### src/verilog/csr_pkg.sv
/*
 * CSR bus and system-controller register map
 * Bus widths, bank layout, fixed identity words and register indices
 */
package csr_pkg;

	// Wishbone side
	localparam int WB_ADR_WIDTH = 32;
	localparam int DATA_WIDTH = 32;

	// CSR word address is bank above register
	localparam int CSR_BANK_WIDTH = 4;
	localparam int CSR_REG_WIDTH = 10;
	localparam int CSR_ADR_WIDTH = CSR_BANK_WIDTH + CSR_REG_WIDTH;
	localparam int SYSCTL_BANK = 1;

	// PCB revision and three buttons in, two LEDs out
	localparam int GPIO_IN_WIDTH = 7;
	localparam int GPIO_OUT_WIDTH = 2;

	// Read-only identity words
	localparam logic [DATA_WIDTH-1:0] SYSTEM_ID = 32'h1004_4D31;
	localparam logic [DATA_WIDTH-1:0] CAPABILITIES = 32'h0000_0006;

	// Edges from accepted request to ack, plus the bridge phase counter size
	localparam int ACK_LATENCY = 3;
	localparam int ACK_PHASE_WIDTH = $clog2(ACK_LATENCY + 2);

	// System-controller register indices
	typedef enum logic [CSR_REG_WIDTH-1:0] {
		REG_GPIO_IN      = 10'd0,
		REG_GPIO_OUT     = 10'd1,
		REG_GPIO_IRQ_EN  = 10'd2,
		REG_SYSTEM_ID    = 10'd3,
		REG_CAPABILITIES = 10'd4,
		REG_HARD_RESET   = 10'd5
	} sysctl_reg_e;

endpackage

### src/verilog/reset_pkg.sv
/*
 * Reset sequence definitions
 * Phase lengths, counter width and sequencer states
 */
package reset_pkg;

	// Flash reset stays asserted this long after the reset request ends
	localparam int FLASH_HOLD_CYCLES = 128;

	// System reset trails the flash release by this much
	// Short stand-in for the board debounce delay
	localparam int SETTLE_CYCLES = 256;

	// Wide enough for the longer phase
	localparam int TIMER_WIDTH = 9;

	// Sequencer states
	// FLASH_HOLD  both resets asserted
	// SETTLE      flash running, system still held
	// RUN         everything released
	typedef enum logic [1:0] {
		FLASH_HOLD,
		SETTLE,
		RUN
	} seq_state_e;

endpackage

### src/verilog/csr_bridge.sv
/*
 * Wishbone to CSR bridge
 * Turns single Wishbone accesses into one-cycle CSR cycles
 * and acks after a fixed latency, reads and writes alike
 */
module csr_bridge (
	input  logic                              sys_clk,
	input  logic                              sys_rst_i,
	input  logic [csr_pkg::WB_ADR_WIDTH-1:0]  wb_adr_i,
	input  logic [csr_pkg::DATA_WIDTH-1:0]    wb_dat_i,
	input  logic                              wb_we_i,
	input  logic                              wb_cyc_i,
	input  logic                              wb_stb_i,
	input  logic [csr_pkg::DATA_WIDTH-1:0]    csr_dr_i,
	output logic [csr_pkg::DATA_WIDTH-1:0]    wb_dat_o,
	output logic                              wb_ack_o,
	output logic [csr_pkg::CSR_ADR_WIDTH-1:0] csr_a_o,
	output logic                              csr_we_o,
	output logic [csr_pkg::DATA_WIDTH-1:0]    csr_dw_o
);
	import csr_pkg::*;

	// 0 idle, 1..ACK_LATENCY counting, ACK_LATENCY+1 waiting for stb low
	logic [ACK_PHASE_WIDTH-1:0] phase_q;
	logic req;
	logic start;
	logic ack_phase;

	assign req = wb_cyc_i & wb_stb_i;
	assign start = (phase_q == '0) && req;
	assign ack_phase = (phase_q == ACK_PHASE_WIDTH'(ACK_LATENCY));

	// ------------------------------------------------------------------------
	// Phase counter and CSR cycle
	// ------------------------------------------------------------------------
	always_ff @(posedge sys_clk) begin
		if (sys_rst_i) begin
			phase_q <= '0;
			wb_ack_o <= 1'b0;
			csr_we_o <= 1'b0;
			csr_a_o <= '0;
		end else begin
			wb_ack_o <= 1'b0;
			// Write strobe lasts the one CSR cycle
			csr_we_o <= 1'b0;
			if (start) begin
				phase_q <= ACK_PHASE_WIDTH'(1);
				// Byte address to CSR word address
				csr_a_o <= wb_adr_i[CSR_ADR_WIDTH+1:2];
				csr_we_o <= wb_we_i;
			end else if (ack_phase) begin
				wb_ack_o <= 1'b1;
				phase_q <= phase_q + 1'b1;
			end else if (phase_q == ACK_PHASE_WIDTH'(ACK_LATENCY + 1)) begin
				// No new access until the master lets go of stb
				if (!wb_stb_i) begin
					phase_q <= '0;
				end
			end else if (phase_q != '0) begin
				phase_q <= phase_q + 1'b1;
			end
		end
	end

	// Write data and read capture
	always_ff @(posedge sys_clk) begin
		if (start) begin
			csr_dw_o <= wb_dat_i;
		end
		// Bank output is registered and stable by now
		if (ack_phase) begin
			wb_dat_o <= csr_dr_i;
		end
	end

endmodule

### src/verilog/reset_sequencer.sv
/*
 * Reset sequencer
 * Merges external, button and software resets, then releases
 * the flash reset first and the system reset after a settle time
 */
module reset_sequencer (
	input  logic                              sys_clk,
	input  logic                              trigger_reset,
	input  logic [2:0]                        btn_i,
	input  logic                              hard_reset_req_i,
	input  logic                              timer_expired_i,
	output logic                              timer_load_o,
	output logic [reset_pkg::TIMER_WIDTH-1:0] timer_value_o,
	output logic                              flash_rst_n_o,
	output logic                              sys_rst_o
);
	import reset_pkg::*;

	seq_state_e state_q;
	seq_state_e state_d;
	logic restart_q;
	logic seq_rst;
	logic load_d;
	logic [TIMER_WIDTH-1:0] value_d;

	// Three-button chord or software request
	// Registered, so it lands one edge late
	always_ff @(posedge sys_clk) begin
		if (trigger_reset) begin
			restart_q <= 1'b0;
		end else begin
			restart_q <= (&btn_i) | hard_reset_req_i;
		end
	end

	assign seq_rst = trigger_reset | restart_q;

	// ------------------------------------------------------------------------
	// Next state and timer programming
	// ------------------------------------------------------------------------
	always_comb begin
		state_d = state_q;
		load_d = 1'b0;
		value_d = timer_value_o;
		if (seq_rst) begin
			// Load lands on the first edge after the request drops
			state_d = FLASH_HOLD;
			load_d = 1'b1;
			value_d = TIMER_WIDTH'(FLASH_HOLD_CYCLES - 1);
		end else begin
			case (state_q)
				FLASH_HOLD: begin
					if (timer_expired_i) begin
						state_d = SETTLE;
						load_d = 1'b1;
						// One edge to load, one to see expiry
						value_d = TIMER_WIDTH'(SETTLE_CYCLES - 2);
					end
				end
				SETTLE: begin
					if (timer_expired_i) begin
						state_d = RUN;
					end
				end
				default: begin
					state_d = RUN;
				end
			endcase
		end
	end

	// Outputs decoded from the next state so they move with state_q
	always_ff @(posedge sys_clk) begin
		state_q <= state_d;
		timer_load_o <= load_d;
		timer_value_o <= value_d;
		flash_rst_n_o <= (state_d != FLASH_HOLD);
		sys_rst_o <= (state_d != RUN);
	end

endmodule

### src/verilog/reset_timer.sv
/*
 * Reset phase timer
 * Loadable down-counter that stops at zero
 */
module reset_timer (
	input  logic                              sys_clk,
	input  logic                              trigger_reset,
	input  logic                              load_i,
	input  logic [reset_pkg::TIMER_WIDTH-1:0] value_i,
	output logic                              expired_o
);
	import reset_pkg::*;

	logic [TIMER_WIDTH-1:0] count_q;

	// Load wins over counting
	// Count parks at zero until the next load
	always_ff @(posedge sys_clk) begin
		if (trigger_reset) begin
			count_q <= '0;
		end else if (load_i) begin
			count_q <= value_i;
		end else if (count_q != '0) begin
			count_q <= count_q - 1'b1;
		end
	end

	// A pending load hides the stale zero of the previous phase
	assign expired_o = (count_q == '0) && !load_i;

endmodule

### src/verilog/soc_ctrl_top.sv
/*
 * Board control core
 * Reset generation plus the Wishbone path into the system controller
 */
module soc_ctrl_top (
	input  logic                               sys_clk,
	input  logic                               trigger_reset,
	input  logic [2:0]                         btn_i,
	input  logic [3:0]                         pcb_revision_i,
	input  logic [csr_pkg::WB_ADR_WIDTH-1:0]   wb_adr_i,
	input  logic [csr_pkg::DATA_WIDTH-1:0]     wb_dat_i,
	input  logic                               wb_we_i,
	input  logic                               wb_cyc_i,
	input  logic                               wb_stb_i,
	output logic [csr_pkg::DATA_WIDTH-1:0]     wb_dat_o,
	output logic                               wb_ack_o,
	output logic [csr_pkg::GPIO_OUT_WIDTH-1:0] led_o,
	output logic                               gpio_irq_o,
	output logic                               flash_rst_n_o,
	output logic                               sys_rst_o
);
	import csr_pkg::*;
	import reset_pkg::*;

	// ------------------------------------------------------------------------
	// Reset core
	// ------------------------------------------------------------------------
	logic timer_load;
	logic [TIMER_WIDTH-1:0] timer_value;
	logic timer_expired;
	logic hard_reset_req;

	reset_sequencer u_reset_sequencer (
		.sys_clk          (sys_clk),
		.trigger_reset    (trigger_reset),
		.btn_i            (btn_i),
		.hard_reset_req_i (hard_reset_req),
		.timer_expired_i  (timer_expired),
		.timer_load_o     (timer_load),
		.timer_value_o    (timer_value),
		.flash_rst_n_o    (flash_rst_n_o),
		.sys_rst_o        (sys_rst_o)
	);

	reset_timer u_reset_timer (
		.sys_clk       (sys_clk),
		.trigger_reset (trigger_reset),
		.load_i        (timer_load),
		.value_i       (timer_value),
		.expired_o     (timer_expired)
	);

	// ------------------------------------------------------------------------
	// CSR bus
	// ------------------------------------------------------------------------
	logic [CSR_ADR_WIDTH-1:0] csr_a;
	logic csr_we;
	logic [DATA_WIDTH-1:0] csr_dw;
	logic [DATA_WIDTH-1:0] csr_dr;

	csr_bridge u_csr_bridge (
		.sys_clk   (sys_clk),
		.sys_rst_i (sys_rst_o),
		.wb_adr_i  (wb_adr_i),
		.wb_dat_i  (wb_dat_i),
		.wb_we_i   (wb_we_i),
		.wb_cyc_i  (wb_cyc_i),
		.wb_stb_i  (wb_stb_i),
		.csr_dr_i  (csr_dr),
		.wb_dat_o  (wb_dat_o),
		.wb_ack_o  (wb_ack_o),
		.csr_a_o   (csr_a),
		.csr_we_o  (csr_we),
		.csr_dw_o  (csr_dw)
	);

	// GPIO input word has the revision above buttons 3..1
	sysctl_regs u_sysctl_regs (
		.sys_clk          (sys_clk),
		.sys_rst_i        (sys_rst_o),
		.csr_a_i          (csr_a),
		.csr_we_i         (csr_we),
		.csr_di_i         (csr_dw),
		.csr_do_o         (csr_dr),
		.gpio_irq_o       (gpio_irq_o),
		.gpio_in_i        ({pcb_revision_i, btn_i}),
		.gpio_out_o       (led_o),
		.hard_reset_req_o (hard_reset_req)
	);

endmodule

### src/verilog/sysctl_regs.sv
/*
 * System controller CSR bank
 * GPIO inputs and LED outputs, GPIO change interrupt,
 * system ID and capability words, software hard reset
 */
module sysctl_regs (
	input  logic                               sys_clk,
	input  logic                               sys_rst_i,
	input  logic [csr_pkg::CSR_ADR_WIDTH-1:0]  csr_a_i,
	input  logic                               csr_we_i,
	input  logic [csr_pkg::DATA_WIDTH-1:0]     csr_di_i,
	output logic [csr_pkg::DATA_WIDTH-1:0]     csr_do_o,
	output logic                               gpio_irq_o,
	input  logic [csr_pkg::GPIO_IN_WIDTH-1:0]  gpio_in_i,
	output logic [csr_pkg::GPIO_OUT_WIDTH-1:0] gpio_out_o,
	output logic                               hard_reset_req_o
);
	import csr_pkg::*;

	logic sel;
	sysctl_reg_e reg_idx;
	logic [GPIO_IN_WIDTH-1:0] gpio_meta_q;
	logic [GPIO_IN_WIDTH-1:0] gpio_sync_q;
	logic [GPIO_IN_WIDTH-1:0] gpio_prev_q;
	logic [GPIO_IN_WIDTH-1:0] gpio_irq_en_q;

	// Bank select and register index
	assign sel = (csr_a_i[CSR_ADR_WIDTH-1:CSR_REG_WIDTH] == CSR_BANK_WIDTH'(SYSCTL_BANK));
	assign reg_idx = sysctl_reg_e'(csr_a_i[CSR_REG_WIDTH-1:0]);

	// ------------------------------------------------------------------------
	// GPIO input synchroniser and change history
	// ------------------------------------------------------------------------
	always_ff @(posedge sys_clk) begin
		gpio_meta_q <= gpio_in_i;
		gpio_sync_q <= gpio_meta_q;
		gpio_prev_q <= gpio_sync_q;
	end

	// ------------------------------------------------------------------------
	// Control registers, interrupt and hard reset
	// ------------------------------------------------------------------------
	always_ff @(posedge sys_clk) begin
		if (sys_rst_i) begin
			gpio_out_o <= '0;
			gpio_irq_en_q <= '0;
			gpio_irq_o <= 1'b0;
			hard_reset_req_o <= 1'b0;
		end else begin
			// Pulse on any enabled input edge, either direction
			gpio_irq_o <= |((gpio_sync_q ^ gpio_prev_q) & gpio_irq_en_q);
			hard_reset_req_o <= 1'b0;
			if (sel && csr_we_i) begin
				case (reg_idx)
					REG_GPIO_OUT:    gpio_out_o <= csr_di_i[GPIO_OUT_WIDTH-1:0];
					REG_GPIO_IRQ_EN: gpio_irq_en_q <= csr_di_i[GPIO_IN_WIDTH-1:0];
					REG_HARD_RESET:  hard_reset_req_o <= csr_di_i[0];
					default: ;
				endcase
			end
		end
	end

	// Registered read mux, zero when another bank is addressed
	always_ff @(posedge sys_clk) begin
		if (sys_rst_i) begin
			csr_do_o <= '0;
		end else begin
			csr_do_o <= '0;
			if (sel) begin
				case (reg_idx)
					REG_GPIO_IN:      csr_do_o <= DATA_WIDTH'(gpio_sync_q);
					REG_GPIO_OUT:     csr_do_o <= DATA_WIDTH'(gpio_out_o);
					REG_GPIO_IRQ_EN:  csr_do_o <= DATA_WIDTH'(gpio_irq_en_q);
					REG_SYSTEM_ID:    csr_do_o <= SYSTEM_ID;
					REG_CAPABILITIES: csr_do_o <= CAPABILITIES;
					// Hard reset is write-only
					default:          csr_do_o <= '0;
				endcase
			end
		end
	end

endmodule
### config.mk
export PLATFORM = sky130hd
export DESIGN_NAME = soc_ctrl_top
export DESIGN_NICKNAME = d
export VERILOG_FILES = /design/src/verilog/csr_pkg.sv /design/src/verilog/reset_pkg.sv /design/src/verilog/csr_bridge.sv /design/src/verilog/reset_sequencer.sv /design/src/verilog/reset_timer.sv /design/src/verilog/soc_ctrl_top.sv /design/src/verilog/sysctl_regs.sv
export SDC_FILE = /design/constraint.sdc
export NUM_CORES = 1
export LEC_CHECK = 0
export ABC_CLOCK_PERIOD_IN_PS = 5800
export BUFFER_PORTS_ARGS = -buffer_cell sky130_fd_sc_hd__buf_2
export CORE_ASPECT_RATIO = 0.7
export CORE_UTILIZATION = 53
export DETAILED_ROUTE_END_ITERATION = 16
export PLACE_DENSITY = 0.83
export SLEW_MARGIN = 10
export SYNTH_ARGS = -nofsm -noshare
export SYNTH_HDL_FRONTEND = slang
export SYNTH_SLANG_ARGS = --single-unit
### constraint.sdc
create_clock -name sys_clk -period 5.8 [get_ports sys_clk]
set_input_delay 0.58 -clock sys_clk [delete_from_list [all_inputs] [get_ports sys_clk]]
set_output_delay 0.58 -clock sys_clk [all_outputs]
set_load 0.02 [all_outputs]
# Word-level counts from Yosys, hierarchy flattened
# Index checks and enable logic that the tools add are counted.
# word_totals
reg_bits	139
output_inout_bits	38
word_cells	85
inputBits	76
# classes
add_sub_neg	2
reduce_logical	25
eq_ne	12
n_mux	15
bitwise	9
# ops
op	n
$pmux 29 s5	1
$eq 10x2->1 const B	2
$eq 10x3->1 const B	2
$mux 9	2
$mux 3	4
$eq 10x1->1 const B	1
$logic_not 10->1	1
$reduce_and 2->1	5
$logic_not 9->1	1
$reduce_bool 9->1	1
$sub 9x1->9 const B	1
$and 7x7->7	1
$reduce_or 7->1	1
$xor 7x7->7	1
$mux 2	3
$reduce_bool 3->1	2
$reduce_or 2->1	3
$eq 4x1->1 const B	1
$mux 1	4
$ne 4x2->1 const B	1
$not 1->1	4
$pmux 2 s2	1
$reduce_bool 2->1	2
$reduce_bool 4->1	1
14 further kinds	17

# Longest topological paths before layout
# Gate-level depths: netlist of run 1.
# logic_depth
ltp_word	6
mapped_depth	7
depth_no_buf	6

# Cells and area by module
# A second synthesis of run 1 with hierarchy kept.
# hier_totals
hier_cells	360
area_unflattened_um2	5051.1
# by_module_without_submodules
mod	cells_each	area_per_inst_um2	instances	seq_area_each_um2
csr_bridge	122	2630.0	1	2302.2
sysctl_regs	147	1594.0	1	800.8
reset_timer	60	510.5	1	180.2
reset_sequencer	31	316.6	1	160.2

# Least setup slack after synthesis of run 1
# Ideal clock, no wire load.
# synth_timing
kind	reg2reg
start	register u_reset_timer.count_q[0]
end	register u_reset_timer.count_q[1]
slack_ns	3.915
stages_incl_launch_ff	8
t_required_ns	5.729
n_path_buf	1
arrival_ns	1.814
setup_ns	0.071
synth_period_minus_slack_ns	1.885
cell_sequence	dfxtp_1 inv_1 ha_1 or3b_2 buf_2 nor3_2 mux2_2 a21oi_1
# synth_via
elab_chain_len	3
word_cells_on_any_way	5
classes_between	add/sub (1); mux (2); reduce/logical (2)
# synth_lines
item	line	text
start: declaration	reset_timer.sv:14	logic [TIMER_WIDTH-1:0] count_q;
start signal: assignment	reset_timer.sv:22	count_q <= value_i;
start signal: assignment	reset_timer.sv:24	count_q <= count_q - 1'b1;
$sub 9x1->9	reset_timer.sv:24	
$mux 9	reset_timer.sv:23	end else if (count_q != '0) begin
$mux 9	reset_timer.sv:21	end else if (load_i) begin
# Parallel ways exist; a longest one is shown, timed or not. The select of a mux whose other input is x is not followed.
# A chain may end at the register's enable or synchronous reset.

# Worst setup path in the final report of run 1
# layout_timing
start	register u_csr_bridge.phase_q[0]
end	register u_csr_bridge.csr_a_o[11] (netlist bit)
# layout_via
elab_chain_len	2
# layout_lines
item	line	text
start: declaration	csr_bridge.sv:24	logic [ACK_PHASE_WIDTH-1:0] phase_q;
start signal: assignment	csr_bridge.sv:53	phase_q <= phase_q + 1'b1;
start signal: assignment	csr_bridge.sv:60	phase_q <= phase_q + 1'b1;
$logic_not 3->1	csr_bridge.sv:30	assign start = (phase_q == '0) && req;
$logic_and 1x1->1	csr_bridge.sv:30	
end signal: assignment	csr_bridge.sv:49	csr_a_o <= wb_adr_i[CSR_ADR_WIDTH+1:2];
end: declaration	csr_bridge.sv:17	output logic [csr_pkg::CSR_ADR_WIDTH-1:0] csr_a_o,
# Every way passes these cells.

==> results of run 1 <==
-- power groups by stage --
| stage | clock network (mW) | logic [mW] | registers (mW) |
|---|---|---|---|
| after CTS | 0.388 | 0.0662 | 0.670 |
| final | 0.378 | 0.0665 | 0.670 |
| after detailed placement | 0 | 0.0657 | 0.685 |
| after global placement | 0 | 0.0637 | 0.684 |
| after global routing | 0.413 | 0.0728 | 0.672 |
| after floorplan | 0 | 0.0600 | 0.681 |
-- cell usage in the layout (no fill, tap or decap), drive strengths merged, types with 5 or more instances in the layout --
cell type / netlist / layout
nor3: 9 / 9
nor2: 24 / 24
mux2i: 12 / 12
conb: 1 / 19
dfxtp: 76 / 76
edfxtp: 15 / 15
a31oi: 6 / 6
o21ai: 5 / 5
xor2: 8 / 8
nand2: 36 / 36
clkbuf: 11 / 9
inv: 8 / 10
nor4: 5 / 5
a21oi: 23 / 23
buf: 26 / 52
-- flip-flops by register name, indices dropped and copies added, names as in the netlist --
name,flops
u_csr_bridge.csr_we_o,1
u_sysctl_regs.csr_do_o,8
u_sysctl_regs.gpio_irq_en_q,7
u_sysctl_regs.gpio_prev_q,7
u_reset_sequencer.flash_rst_n_o,1
u_reset_sequencer.timer_value_o,2
u_csr_bridge.wb_dat_o,8
u_sysctl_regs.gpio_meta_q,7
u_reset_sequencer.state_q,2
u_csr_bridge.wb_ack_o,1
u_csr_bridge.csr_dw_o,7
u_reset_sequencer.restart_q,1
u_sysctl_regs.gpio_sync_q,7
u_csr_bridge.csr_a_o,14
u_sysctl_regs.gpio_out_o,2
u_reset_sequencer.timer_load_o,1
u_reset_sequencer.sys_rst_o,1
u_sysctl_regs.hard_reset_req_o,1
u_csr_bridge.phase_q,3
u_reset_timer.count_q,9
u_sysctl_regs.gpio_irq_o,1
-- area by class of cell --
| class | count | share of cell area, % |
|---|---|---|
| multi-input cells | 196 | 32.3 |
| inverters | 9 | 0.902 |
| flip-flops and latches | 91 | 52.6 |
| clock inverters | 7 | 1.40 |
| clock buffers | 9 | 3.31 |
| well taps | 75 | 2.50 |
| repair buffers | 52 | 7.01 |
-- worst register-to-register path: stages, from the launching register on --
cell	delay, ns
sky130_fd_sc_hd__dfxtp_1	0.36
sky130_fd_sc_hd__inv_1	0.07
sky130_fd_sc_hd__ha_1	0.22
sky130_fd_sc_hd__nand4_1	0.44
sky130_fd_sc_hd__clkinv_1	0.73
sky130_fd_sc_hd__nand2_1	0.26
sky130_fd_sc_hd__a21oi_1	0.09
-- cells by family (layout without fill, tap and decap cells) --
kind of cell,after synthesis,count (layout),share of synthesized area (%)
fa+ha+maj,4,4,1.48
flops,91,91,58.3
other cells,1,19,0.111
compound gates,51,51,9.80
mux,13,13,3.88
simple gates,99,99,15.9
buf+inv,46,77,8.02
xor+xnor,10,10,2.59
-- layer usage --
| metal | track usage, % | vias to the layer above |
|---|---|---|
| li1 | - | 1137 |
| met1 | 21.2 | 1036 |
| met2 | 29.6 | 77 |
| met3 | 8.27 | 9 |
| met4 | 6.80 | 0 |
| met5 | 0 | - |
-- synth_stat cells, types with 2 or more instances --
| cell type | number | area (µm²) |
|---|---|---|
| sky130_fd_sc_hd__buf_4 | 24 | 180 |
| sky130_fd_sc_hd__o21ai_0 | 5 | 25.0 |
| sky130_fd_sc_hd__nor4bb_1 | 2 | 20.0 |
| sky130_fd_sc_hd__nand2_1 | 35 | 131 |
| sky130_fd_sc_hd__a211oi_1 | 2 | 15.0 |
| sky130_fd_sc_hd__ha_1 | 4 | 50.1 |
| sky130_fd_sc_hd__nor2_1 | 24 | 90.1 |
| sky130_fd_sc_hd__edfxtp_1 | 15 | 450 |
| sky130_fd_sc_hd__clkbuf_1 | 11 | 41.3 |
| sky130_fd_sc_hd__nor4_2 | 3 | 37.5 |
| sky130_fd_sc_hd__xnor2_1 | 2 | 17.5 |
| sky130_fd_sc_hd__inv_1 | 8 | 30.0 |
| sky130_fd_sc_hd__nor3b_1 | 2 | 15.0 |
| sky130_fd_sc_hd__nand4_1 | 4 | 25.0 |
| sky130_fd_sc_hd__or3b_2 | 2 | 17.5 |
| sky130_fd_sc_hd__a31oi_1 | 6 | 37.5 |
| sky130_fd_sc_hd__nor2b_1 | 4 | 25.0 |
| sky130_fd_sc_hd__a21oi_1 | 23 | 115 |
| sky130_fd_sc_hd__nor3_1 | 8 | 40.0 |
| sky130_fd_sc_hd__o31ai_1 | 2 | 15.0 |
| sky130_fd_sc_hd__xor2_1 | 8 | 70.1 |
| sky130_fd_sc_hd__or3_1 | 2 | 12.5 |
| sky130_fd_sc_hd__a22oi_1 | 2 | 15.0 |
| sky130_fd_sc_hd__dfxtp_1 | 76 | 1520 |
| sky130_fd_sc_hd__mux2i_1 | 12 | 120 |
| sky130_fd_sc_hd__nand2b_1 | 2 | 12.5 |
-- through the flow --
step                      hold WS, ns  instances  power (mW)
after floorplan                 0.310        333       0.741
after global routing            0.280        439        1.16
after detailed placement        0.312        423       0.751
final                           0.310        439        1.11
after global placement          0.312        423       0.747
after CTS                       0.294        439        1.12
-- final timing paths --
check                                      end  depth (start not counted)  slack, ns                          from
setup reg to reg      u_csr_bridge.csr_a_o[11]                          6       3.51       u_csr_bridge.phase_q[0]
hold reg to reg   u_sysctl_regs.gpio_sync_q[0]                          0       0.33  u_sysctl_regs.gpio_meta_q[0]
hold / removal    u_sysctl_regs.gpio_meta_q[5]                          1       0.31             pcb_revision_i[2]
setup / recovery      u_csr_bridge.csr_a_o[11]                          6       3.51       u_csr_bridge.phase_q[0]
==> flow_summary_export.csv, run 1 <==
group,metric,value,unit
floorplanning,floorplan.die.width,97.5,µm
detailed_routing,routed.top_layer,"met4",
cts,clock_sink_count,91,
placement,finalWeightedCongestion,0.819,
detailed_routing,post-route-drc-count,0,
sta,max_freq,437,MHz
layout,num-fill-cells,484,
worst_setup_path,worst-setup-path-type,"register to register",
logic_synthesis,post_synth_instance_area,3380,µm²
sta,slew_headroom,55.5,%
floorplanning,initial_utilization,57.1,%
worst_setup_path,critPathCaptureType,"register",
sta,timing.final.ws_setup,3.51,ns
power_and_ir_drop,power_density,297,nW/µm²
run_status,outcome,"completed",
sta,setup_tns,0,ns
logic_synthesis,number_of_enable_type_register_cells_in_the_synthesized_netlist,15,
floorplanning,top_level_ports,114,
cts,cts_tree,"built",
layout,number_of_nets_at_the_end_of_the_flow,439,
grt,antenna_found_initial,0,
worst_setup_path,timing.critical_path.slowest_stage_cell,"sky130_fd_sc_hd__clkinv_1",
placement,detailedPlace.worstSlack,3.43,ns
logic_synthesis,postSynth.asyncResetShare,0,%
worst_setup_path,highest_cell_delay_on_the_worst_timing_path,0.73,ns
placement,placed_area,3570,µm²
layout,design_area,3750,µm²
layout,antennaDiodeCount,0,
placement,dpl.hpwl,4030,µm
worst_hold_path,min_path_type,"primary input to register",
logic_synthesis,syn-instance-count,315,
placement,io_buffer_count,51,
cts,path_clk_slew,0.09,ns
sta,final-setup-viol-count,0,
worst_setup_path,crit_required,6.04,ns
floorplanning,placementRows,23,
power_and_ir_drop,leakage_power,1.53,nW
worst_setup_path,biggest_fanout_along_the_worst_timing_path,24,
grt,first_global_vias,1985,
grt,grt_remaining_overflow,0,
power_and_ir_drop,swShare,24.6,%
power_and_ir_drop,power.sequential.fraction,60.1,%
grt,grt_pass1_wl,9060,µm
floorplanning,fp.coreArea,5930,µm²
power_and_ir_drop,vdd_drop_max,0.164,mV
cts,cts-buffers-inserted,9,
floorplanning,die_height,68.9,µm
sta,report.final.slew_viol_count,0,
grt,grtUsageTotal,18.0,%
sta,finalHoldViolCount,0,
logic_synthesis,synth_warnings,0,
run,cap_violations,0,
detailed_routing,drt-vias-per-instance,5.15,
worst_setup_path,critical-path-top-delay-family,"buffers and inverters",
detailed_routing,detailroute.via_count,2259,
power_and_ir_drop,combinationalPowerShare,6.0,%
power_and_ir_drop,clkPwrFrac,33.9,%
sta,layout_min_cycle_time,2.29,ns
worst_setup_path,worst-endpoint-arrival,2.53,ns
logic_synthesis,postSynth.topFlopCell,"sky130_fd_sc_hd__dfxtp_1",
sta,finalClockSkew,0.00659,ns
detailed_routing,wl_met3,406,µm
grt,grt_start_max_net_pins,35,
cts,clock_insertion_delay_worst_skew,0.37,ns
cts,cts-hold-fix-buffers,0,
logic_synthesis,synthesis.area_per_instance,10.7,µm²
layout,register_area,1970,µm²
layout,multiInputGateArea,1210,µm²
detailed_routing,wl_per_instance,13.0,µm
power_and_ir_drop,p_sw,274,µW
cts,postCtsResizedCells,0,
detailed_routing,final_antenna_net_count,0,
layout,synthToLayoutAreaGrowth,10.7,%
sta,tightest_slew,0.664,ns
logic_synthesis,ys_seq_area_share,58.3,%
logic_synthesis,ys_ff_latch,91,
logic_synthesis,yosys.cell_types.count,53,
sta,timing.final.crit_share,39.5,%
detailed_routing,wl_met2,2610,µm
layout,final_core_util,63.2,%
sta,grt_setup_unrepaired,"false",
floorplanning,design.die.area,6710,µm²
cts,clockBufferDepth,2,
cts,cts.htree.levels,3,
cts,post-cts-setup-buffer-count,0,
detailed_routing,drtPass1Iterations,4,
layout,drive_above_1_share,22.0,%
cts,cts_root_buffer,"sky130_fd_sc_hd__clkbuf_8",
detailed_routing,initialDrtViolationCount,159,
worst_setup_path,setup.worst_path.start_class,"register",
detailed_routing,met1Wirelength,2610,µm
detailed_routing,drt_wl_total,5700,µm
worst_setup_path,crit_chain,"inv_1 > ha_1 > nand4_1 > clkinv_1 > nand2_1 > a21oi_1",
power_and_ir_drop,design_internal_power,841,µW
worst_setup_path,worstPathBufferInverterCount,2,
(Power assumes the default switching activity.)
==> inputs of run 2 (changes only) <==
--- a/config.mk
+++ b/config.mk
@@ -5,12 +5,13 @@
 export SDC_FILE = /design/constraint.sdc
 export NUM_CORES = 1
 export LEC_CHECK = 0
-export ABC_CLOCK_PERIOD_IN_PS = 5800
+export ABC_AREA = 1
+export ABC_CLOCK_PERIOD_IN_PS = 1890
 export BUFFER_PORTS_ARGS = -buffer_cell sky130_fd_sc_hd__buf_2
 export CORE_ASPECT_RATIO = 0.7
-export CORE_UTILIZATION = 53
+export CORE_UTILIZATION = 46
 export DETAILED_ROUTE_END_ITERATION = 16
-export PLACE_DENSITY = 0.83
+export PLACE_DENSITY = 0.76
 export SLEW_MARGIN = 10
 export SYNTH_ARGS = -nofsm -noshare
 export SYNTH_HDL_FRONTEND = slang
==> constraint.sdc (replaced) <==
create_clock -name sys_clk -period 1.89 [get_ports sys_clk]
set_input_delay 0.189 -clock sys_clk [delete_from_list [all_inputs] [get_ports sys_clk]]
set_output_delay 0.189 -clock sys_clk [all_outputs]
set_load 0.02 [all_outputs]
==> flow_summary_export.csv, run 2 <==
group,metric,value,unit
worst_setup_path,worst-setup-path-type,"register to register",
cts,postCtsResizedCells,0,
worst_setup_path,biggest_fanout_along_the_worst_timing_path,6,
detailed_routing,initialDrtViolationCount,100,
cts,cts_tree,"built",
cts,cts.htree.levels,3,
layout,final_common_cell,"sky130_fd_sc_hd__nand2_1",
power_and_ir_drop,clkPwrFrac,44.8,%
worst_hold_path,min_path_type,"primary input to register",
detailed_routing,met1Wirelength,3360,µm
sta,layout_min_cycle_time,1.55,ns
detailed_routing,drt_wl_total,6900,µm
layout,num-fill-cells,655,
logic_synthesis,synth_compound_area_share,6.47,%
logic_synthesis,synth_xor_area_share,0,%
power_and_ir_drop,combinationalPowerShare,5.5,%
sta,report.final.slew_viol_count,0,
layout,drive_above_1_share,20.4,%
grt,grt_pass1_wl,11400,µm
logic_synthesis,synth_warnings,0,
grt,grt_remaining_overflow,0,
placement,dpl.hpwl,5000,µm
sta,grt_setup_unrepaired,"false",
detailed_routing,post-route-drc-count,0,
layout,mostFrequentLayoutCells,"sky130_fd_sc_hd__nand2_1 (82), sky130_fd_sc_hd__dfxtp_1 (76), sky130_fd_sc_hd__buf_2 (51)",
detailed_routing,detailroute.via_count,2752,
layout,number_of_nets_at_the_end_of_the_flow,560,
floorplanning,design.die.area,8270,µm²
worst_setup_path,worst-endpoint-arrival,1.77,ns
floorplanning,initial_utilization,48.6,%
worst_setup_path,setup.worst_path.start_class,"register",
grt,grtUsageTotal,18.0,%
layout,largest_register_ff_count,14,
detailed_routing,drtPass1Iterations,5,
power_and_ir_drop,swShare,21.9,%
cts,cts-buffers-inserted,9,
detailed_routing,wl_met3,462,µm
run,cap_violations,0,
floorplanning,placementRows,26,
logic_synthesis,synth_adder_area_share,1.38,%
cts,clockBufferDepth,2,
run_status,outcome,"completed",
layout,layout_top_registers,"u_csr_bridge.csr_a_o (14), u_reset_timer.count_q (9)",
logic_synthesis,synth_simple_gate_area_share,26.9,%
placement,io_buffer_count,51,
placement,finalWeightedCongestion,0.853,
power_and_ir_drop,p_sw,904,µW
power_and_ir_drop,power_density,966,nW/µm²
logic_synthesis,ys_seq_area_share,54.2,%
logic_synthesis,number_of_enable_type_register_cells_in_the_synthesized_netlist,15,
power_and_ir_drop,design_internal_power,3.22,mW
layout,largest-register,"u_csr_bridge.csr_a_o",
floorplanning,die_height,76.4,µm
detailed_routing,drt-vias-per-instance,4.72,
logic_synthesis,yosys.cell_types.count,36,
cts,path_clk_slew,0.06,ns
logic_synthesis,fraction_of_synthesized_area_in_multiplexers,0,%
sta,setup_tns,0,ns
logic_synthesis,synthesis.area_per_instance,8.68,µm²
detailed_routing,routed.top_layer,"met4",
power_and_ir_drop,power.sequential.fraction,49.7,%
logic_synthesis,synth_top_cell_area_share,41.8,%
logic_synthesis,yosys.area.top_type,"sky130_fd_sc_hd__dfxtp_1",
sta,final-setup-viol-count,0,
logic_synthesis,post_synth_instance_area,3640,µm²
sta,timing.final.crit_share,82.2,%
sta,finalHoldViolCount,0,
cts,cts_root_buffer,"sky130_fd_sc_hd__clkbuf_16",
logic_synthesis,post_synth_most_frequent_cells,"sky130_fd_sc_hd__nand2_1 (82), sky130_fd_sc_hd__dfxtp_1 (76), sky130_fd_sc_hd__nor2_1 (49), sky130_fd_sc_hd__nand3_1 (39), sky130_fd_sc_hd__inv_1 (35)",
cts,clock_sink_count,91,
layout,antennaDiodeCount,0,
floorplanning,top_level_ports,114,
logic_synthesis,synth_top_family_by_area,"simple AND/OR/NAND/NOR gates",
logic_synthesis,syn-instance-count,419,
grt,first_global_vias,2499,
detailed_routing,final_antenna_net_count,0,
power_and_ir_drop,leakage_power,1.87,nW
floorplanning,fp.coreArea,7480,µm²
logic_synthesis,ys_ff_latch,91,
layout,design_area,4270,µm²
cts,clock_insertion_delay_worst_skew,0.33,ns
power_and_ir_drop,vdd_drop_max,0.571,mV
placement,placed_area,3880,µm²
detailed_routing,wl_per_instance,11.8,µm
logic_synthesis,yosys.cell_count.top_type,"sky130_fd_sc_hd__nand2_1",
logic_synthesis,postSynth.asyncResetShare,0,%
grt,antenna_found_initial,0,
layout,synthToLayoutAreaGrowth,17.5,%
floorplanning,floorplan.die.width,108,µm
logic_synthesis,synthTopCellsByArea,"sky130_fd_sc_hd__dfxtp_1 (42%), sky130_fd_sc_hd__edfxtp_1 (12%), sky130_fd_sc_hd__nand2_1 (8.5%)",
sta,max_freq,644,MHz
worst_setup_path,r2r_slack,0.34,ns
detailed_routing,wl_met2,3020,µm
worst_setup_path,crit_required,2.10,ns
sta,finalClockSkew,0.00682,ns
grt,grt_start_max_net_pins,20,
worst_setup_path,critPathCaptureType,"register",
logic_synthesis,postSynth.topFlopCell,"sky130_fd_sc_hd__dfxtp_1",
## run 2: changes by cell type in the layout (fill, tap and decap cells not counted), moves of 8 or more
cell / previous run / this run
sky130_fd_sc_hd__clkbuf_16: 0 / 10
sky130_fd_sc_hd__clkbuf_8: 9 / 0
sky130_fd_sc_hd__inv_1: 8 / 35
sky130_fd_sc_hd__mux2i_1: 12 / 0
sky130_fd_sc_hd__nand2_1: 35 / 82
sky130_fd_sc_hd__nand3_1: 1 / 39
sky130_fd_sc_hd__nor2_1: 24 / 49
sky130_fd_sc_hd__o21ai_0: 5 / 13
sky130_fd_sc_hd__xor2_1: 8 / 0
## run 2: power groups by stage
stage	clock [mW]	combinational, mW	sequential, mW
floorplan	0	0.181	2.08
global placement	0	0.206	2.09
detailed placement	0	0.212	2.09
CTS	1.89	0.225	2.05
global route	1.99	0.258	2.05
finish	1.85	0.228	2.05
## run 2: final timing paths
kind | cells past startpoint | startpoint | end
max | 7 | u_reset_timer.count_q[0] | u_reset_sequencer.timer_value_o[0]
min | 1 | wb_dat_i[4] | u_csr_bridge.csr_dw_o[4]
max reg2reg | 7 | u_reset_timer.count_q[0] | u_reset_sequencer.timer_value_o[0]
min reg2reg | 0 | u_sysctl_regs.gpio_meta_q[2] | u_sysctl_regs.gpio_sync_q[2]
## run 2: cell families after synthesis
family	after synthesis
AO/OA/AOI/OAI	44
adder cells (fa/ha/maj)	4
buffers and inverters	72
flip-flops	91
other	1
AND/OR/NAND/NOR	207
## run 2: critical path: stages (launching register included)
cell and delay [ns]:
sky130_fd_sc_hd__dfxtp_1 0.33, sky130_fd_sc_hd__inv_1 0.08, sky130_fd_sc_hd__ha_1 0.29, sky130_fd_sc_hd__nand2_2 0.12
sky130_fd_sc_hd__nor3_2 0.27, sky130_fd_sc_hd__nand3_1 0.20, sky130_fd_sc_hd__nand2_1 0.10, sky130_fd_sc_hd__nand2_1 0.05
## run 2: routing by layer
metal / global-route usage, % / up-vias
li1: - / 1439
met1: 24.5 / 1215
met2: 27.2 / 92
met3: 5.30 / 6
met4: 6.08 / 0
met5: 0 / -
## run 2: what timing repair did
| item | CTS | global route |
|---|---|---|
| endpoints found under the hold margin | 7 | 0 |
| hold buffers | 7 | 0 |
| buffers inserted | 0 | 0 |
## run 2: stage by stage
step	utilization, %	power, mW	setup WS (ns)	hold WS (ns)	std cells
after floorplan	-	2.27	0.548	0.217	437
after global placement	51.9	2.30	0.405	0.295	560
after detailed placement	51.9	2.30	0.371	0.296	560
after CTS	57.1	4.16	0.355	0.0186	583
after global routing	57.1	4.30	0.178	0.0124	583
final	57.1	4.13	0.336	0.0295	583
## run 2: final cells by class
cell class                      count  area (µm²)  share of cell area, %
Inverter                           41         159                   3.72
Sequential cell                    91        1970                   46.2
Timing Repair Buffer               63         363                   8.49
Clock buffer                       11         254                   5.95
Tap cell                           98         123                   2.87
Multi-Input combinational cell    274        1340                   31.3
Clock inverter                      5        65.1                   1.52
==> inputs of run 3 (changes only) <==
--- a/config.mk
+++ b/config.mk
@@ -5,13 +5,13 @@
 export SDC_FILE = /design/constraint.sdc
 export NUM_CORES = 1
 export LEC_CHECK = 0
-export ABC_AREA = 1
-export ABC_CLOCK_PERIOD_IN_PS = 1890
+export ABC_AREA = 0
+export ABC_CLOCK_PERIOD_IN_PS = 1500
 export BUFFER_PORTS_ARGS = -buffer_cell sky130_fd_sc_hd__buf_2
 export CORE_ASPECT_RATIO = 0.7
-export CORE_UTILIZATION = 46
+export CORE_UTILIZATION = 50
 export DETAILED_ROUTE_END_ITERATION = 16
-export PLACE_DENSITY = 0.76
+export PLACE_DENSITY = 0.79
 export SLEW_MARGIN = 10
 export SYNTH_ARGS = -nofsm -noshare
 export SYNTH_HDL_FRONTEND = slang
==> constraint.sdc (replaced) <==
create_clock -name sys_clk -period 1.5 [get_ports sys_clk]
set_input_delay 0.15 -clock sys_clk [delete_from_list [all_inputs] [get_ports sys_clk]]
set_output_delay 0.15 -clock sys_clk [all_outputs]
set_load 0.02 [all_outputs]
==> flow_summary_export.csv, run 3 (synthesized netlist as in run 1, its figures left out) <==
group,metric,value,unit
run_status,outcome,"finished, violations left",
run_status,violations,"setup timing",
cts,cts_root_buffer,"sky130_fd_sc_hd__clkbuf_8",
cts,clock_insertion_delay_worst_skew,0.35,ns
detailed_routing,drt-vias-per-instance,5.12,
floorplanning,placementRows,24,
sta,finalClockSkew,0.0110,ns
layout,final_common_cell,"sky130_fd_sc_hd__dfxtp_1",
worst_setup_path,worst-setup-path-type,"register to register",
worst_setup_path,highest_cell_delay_on_the_worst_timing_path,0.51,ns
power_and_ir_drop,total_power,5.03,mW
detailed_routing,drt_wl_total,7330,µm
detailed_routing,wl_met2,3590,µm
detailed_routing,wl_met3,380,µm
grt,grtUsageTotal,20.7,%
placement,io_buffer_count,51,
cts,cts_tree,"built",
detailed_routing,wl_per_instance,14.5,µm
sta,tightest_slew,0.484,ns
detailed_routing,drtPass1Iterations,4,
grt,antenna_found_initial,0,
sta,report.final.slew_viol_count,0,
detailed_routing,routed.top_layer,"met4",
worst_setup_path,crit_required,1.75,ns
layout,mostFrequentLayoutCells,"sky130_fd_sc_hd__dfxtp_1 (69), sky130_fd_sc_hd__buf_2 (51), sky130_fd_sc_hd__nand2_1 (35)",
detailed_routing,initialDrtViolationCount,156,
power_and_ir_drop,leakage_power,1.86,nW
sta,final-setup-viol-count,15,
worst_setup_path,timing.critical_path.slowest_stage_cell,"sky130_fd_sc_hd__or4b_4",
layout,num-fill-cells,465,
cts,clockBufferDepth,2,
power_and_ir_drop,vdd_drop_max,0.687,mV
layout,number_of_nets_at_the_end_of_the_flow,489,
floorplanning,initial_utilization,53.2,%
grt,first_global_vias,2390,
detailed_routing,final_antenna_net_count,0,
floorplanning,fp.coreArea,6370,µm²
layout,synthToLayoutAreaGrowth,32.1,%
sta,timing.final.crit_share,121,%
worst_setup_path,setup.worst_path.start_class,"register",
worst_setup_path,crit_chain,"buf_6 > nor4_4 > o31ai_4 > or4b_4 > a311oi_2",
sta,layout_min_cycle_time,1.81,ns
floorplanning,die_height,70.8,µm
cts,path_clk_slew,0.09,ns
floorplanning,floorplan.die.width,100,µm
layout,largest_register_ff_count,14,
floorplanning,top_level_ports,114,
grt,grt_pass1_wl,11200,µm
worst_hold_path,min_path_type,"primary input to register",
worst_setup_path,worst-endpoint-arrival,2.06,ns
detailed_routing,met1Wirelength,3210,µm
sta,max_freq,553,MHz
sta,finalHoldViolCount,0,
sta,slew_headroom,67.3,%
run,cap_violations,0,
layout,drive_above_1_share,35.0,%
placement,finalWeightedCongestion,0.811,
grt,grt_start_max_net_pins,34,
worst_setup_path,critPathCaptureType,"register",
layout,antennaDiodeCount,0,
cts,cts-buffers-inserted,9,
cts,clock_sink_count,91,
layout,final_core_util,70.2,%
grt,grt_remaining_overflow,0,
floorplanning,design.die.area,7110,µm²
layout,layout_top_registers,"u_csr_bridge.csr_a_o (14), u_reset_timer.count_q (9)",
layout,largest-register,"u_csr_bridge.csr_a_o",
placement,dpl.hpwl,4360,µm
detailed_routing,post-route-drc-count,0,
worst_setup_path,biggest_fanout_along_the_worst_timing_path,3,
detailed_routing,detailroute.via_count,2585,
power_and_ir_drop,power_density,1130,nW/µm²
sta,grt_setup_unrepaired,"true",
sta,timing.final.ws_setup,-0.308,ns
cts,cts.htree.levels,3,
[run 3: changes by cell type in the layout (fill, tap and decap cells not counted), sizes merged, moves of 7 or more]
cell,change
buf,+32
dlygate4sd3,+7
inv,-32
mux2i,+12
nand2,-54
nand3,-41
nor2,-32
nor3,+7
o21ai,-8
xor2,+8
[run 3: critical path: cells and delay by family, from the launching register on]
| family | cells | cell delay, ns |
|---|---|---|
| and+or+nand+nor | 2 | 0.87 |
| DFF | 1 | 0.34 |
| AOI/OAI and AO/OA | 2 | 0.38 |
| buffers and inverters | 1 | 0.12 |
[run 3: where the power goes]
group | internal [mW] | leakage [nW] | total (mW) | switching (mW)
Clock | 1.11 | 0.127 | 1.96 | 0.852
Combinational | 0.246 | 0.950 | 0.483 | 0.237
Sequential | 2.54 | 0.784 | 2.59 | 0.0482
[run 3: cell type report]
class | count | area [µm²] | share of cell area (%)
flip-flops and latches | 91 | 1980 | 44.3
multi-input cells | 196 | 1370 | 30.6
repair buffers | 102 | 724 | 16.2
clock buffers | 11 | 163 | 3.64
well taps | 91 | 114 | 2.55
clock inverters | 5 | 88.8 | 1.99
inverters | 9 | 33.8 | 0.756
[run 3: metrics by stage]
step                      instances  hold slack [ns]  setup TNS [ns]  worst slack (ns)  cell area [µm²]
after floorplan                 333            0.178           -1.47            -0.265             3510
after global placement          466            0.254           -1.71            -0.199             3850
after detailed placement        466            0.254           -2.17            -0.247             3850
after CTS                       501           0.0204           -2.68            -0.278             4350
after global routing            505           0.0167           -4.60            -0.392             4470
final                           505           0.0182           -3.39            -0.308             4470
[run 3: what timing repair did]
action,CTS,global route
endpoints found under the setup margin,21,34
endpoints found under the hold margin,14,0
setup buffers,5,4
pin swaps,10,14
resized for setup,14,21
hold buffers,14,0
[run 3: per-layer routing]
metal	global-route usage (%)	up-vias
li1	-	1243
met1	26.5	1237
met2	34.2	85
met3	5.34	20
met4	7.25	0
met5	0	-
[run 3: worst paths after layout]
check / startpoint / end / slack (ns) / cells after the start
max: u_reset_timer.count_q[1] / u_reset_timer.count_q[7] / -0.31 / 5
min: wb_adr_i[3] / u_csr_bridge.csr_a_o[1] / 0.02 / 3
max reg2reg: u_reset_timer.count_q[1] / u_reset_timer.count_q[7] / -0.31 / 5
min reg2reg: u_sysctl_regs.gpio_meta_q[6] / u_sysctl_regs.gpio_sync_q[6] / 0.33 / 0
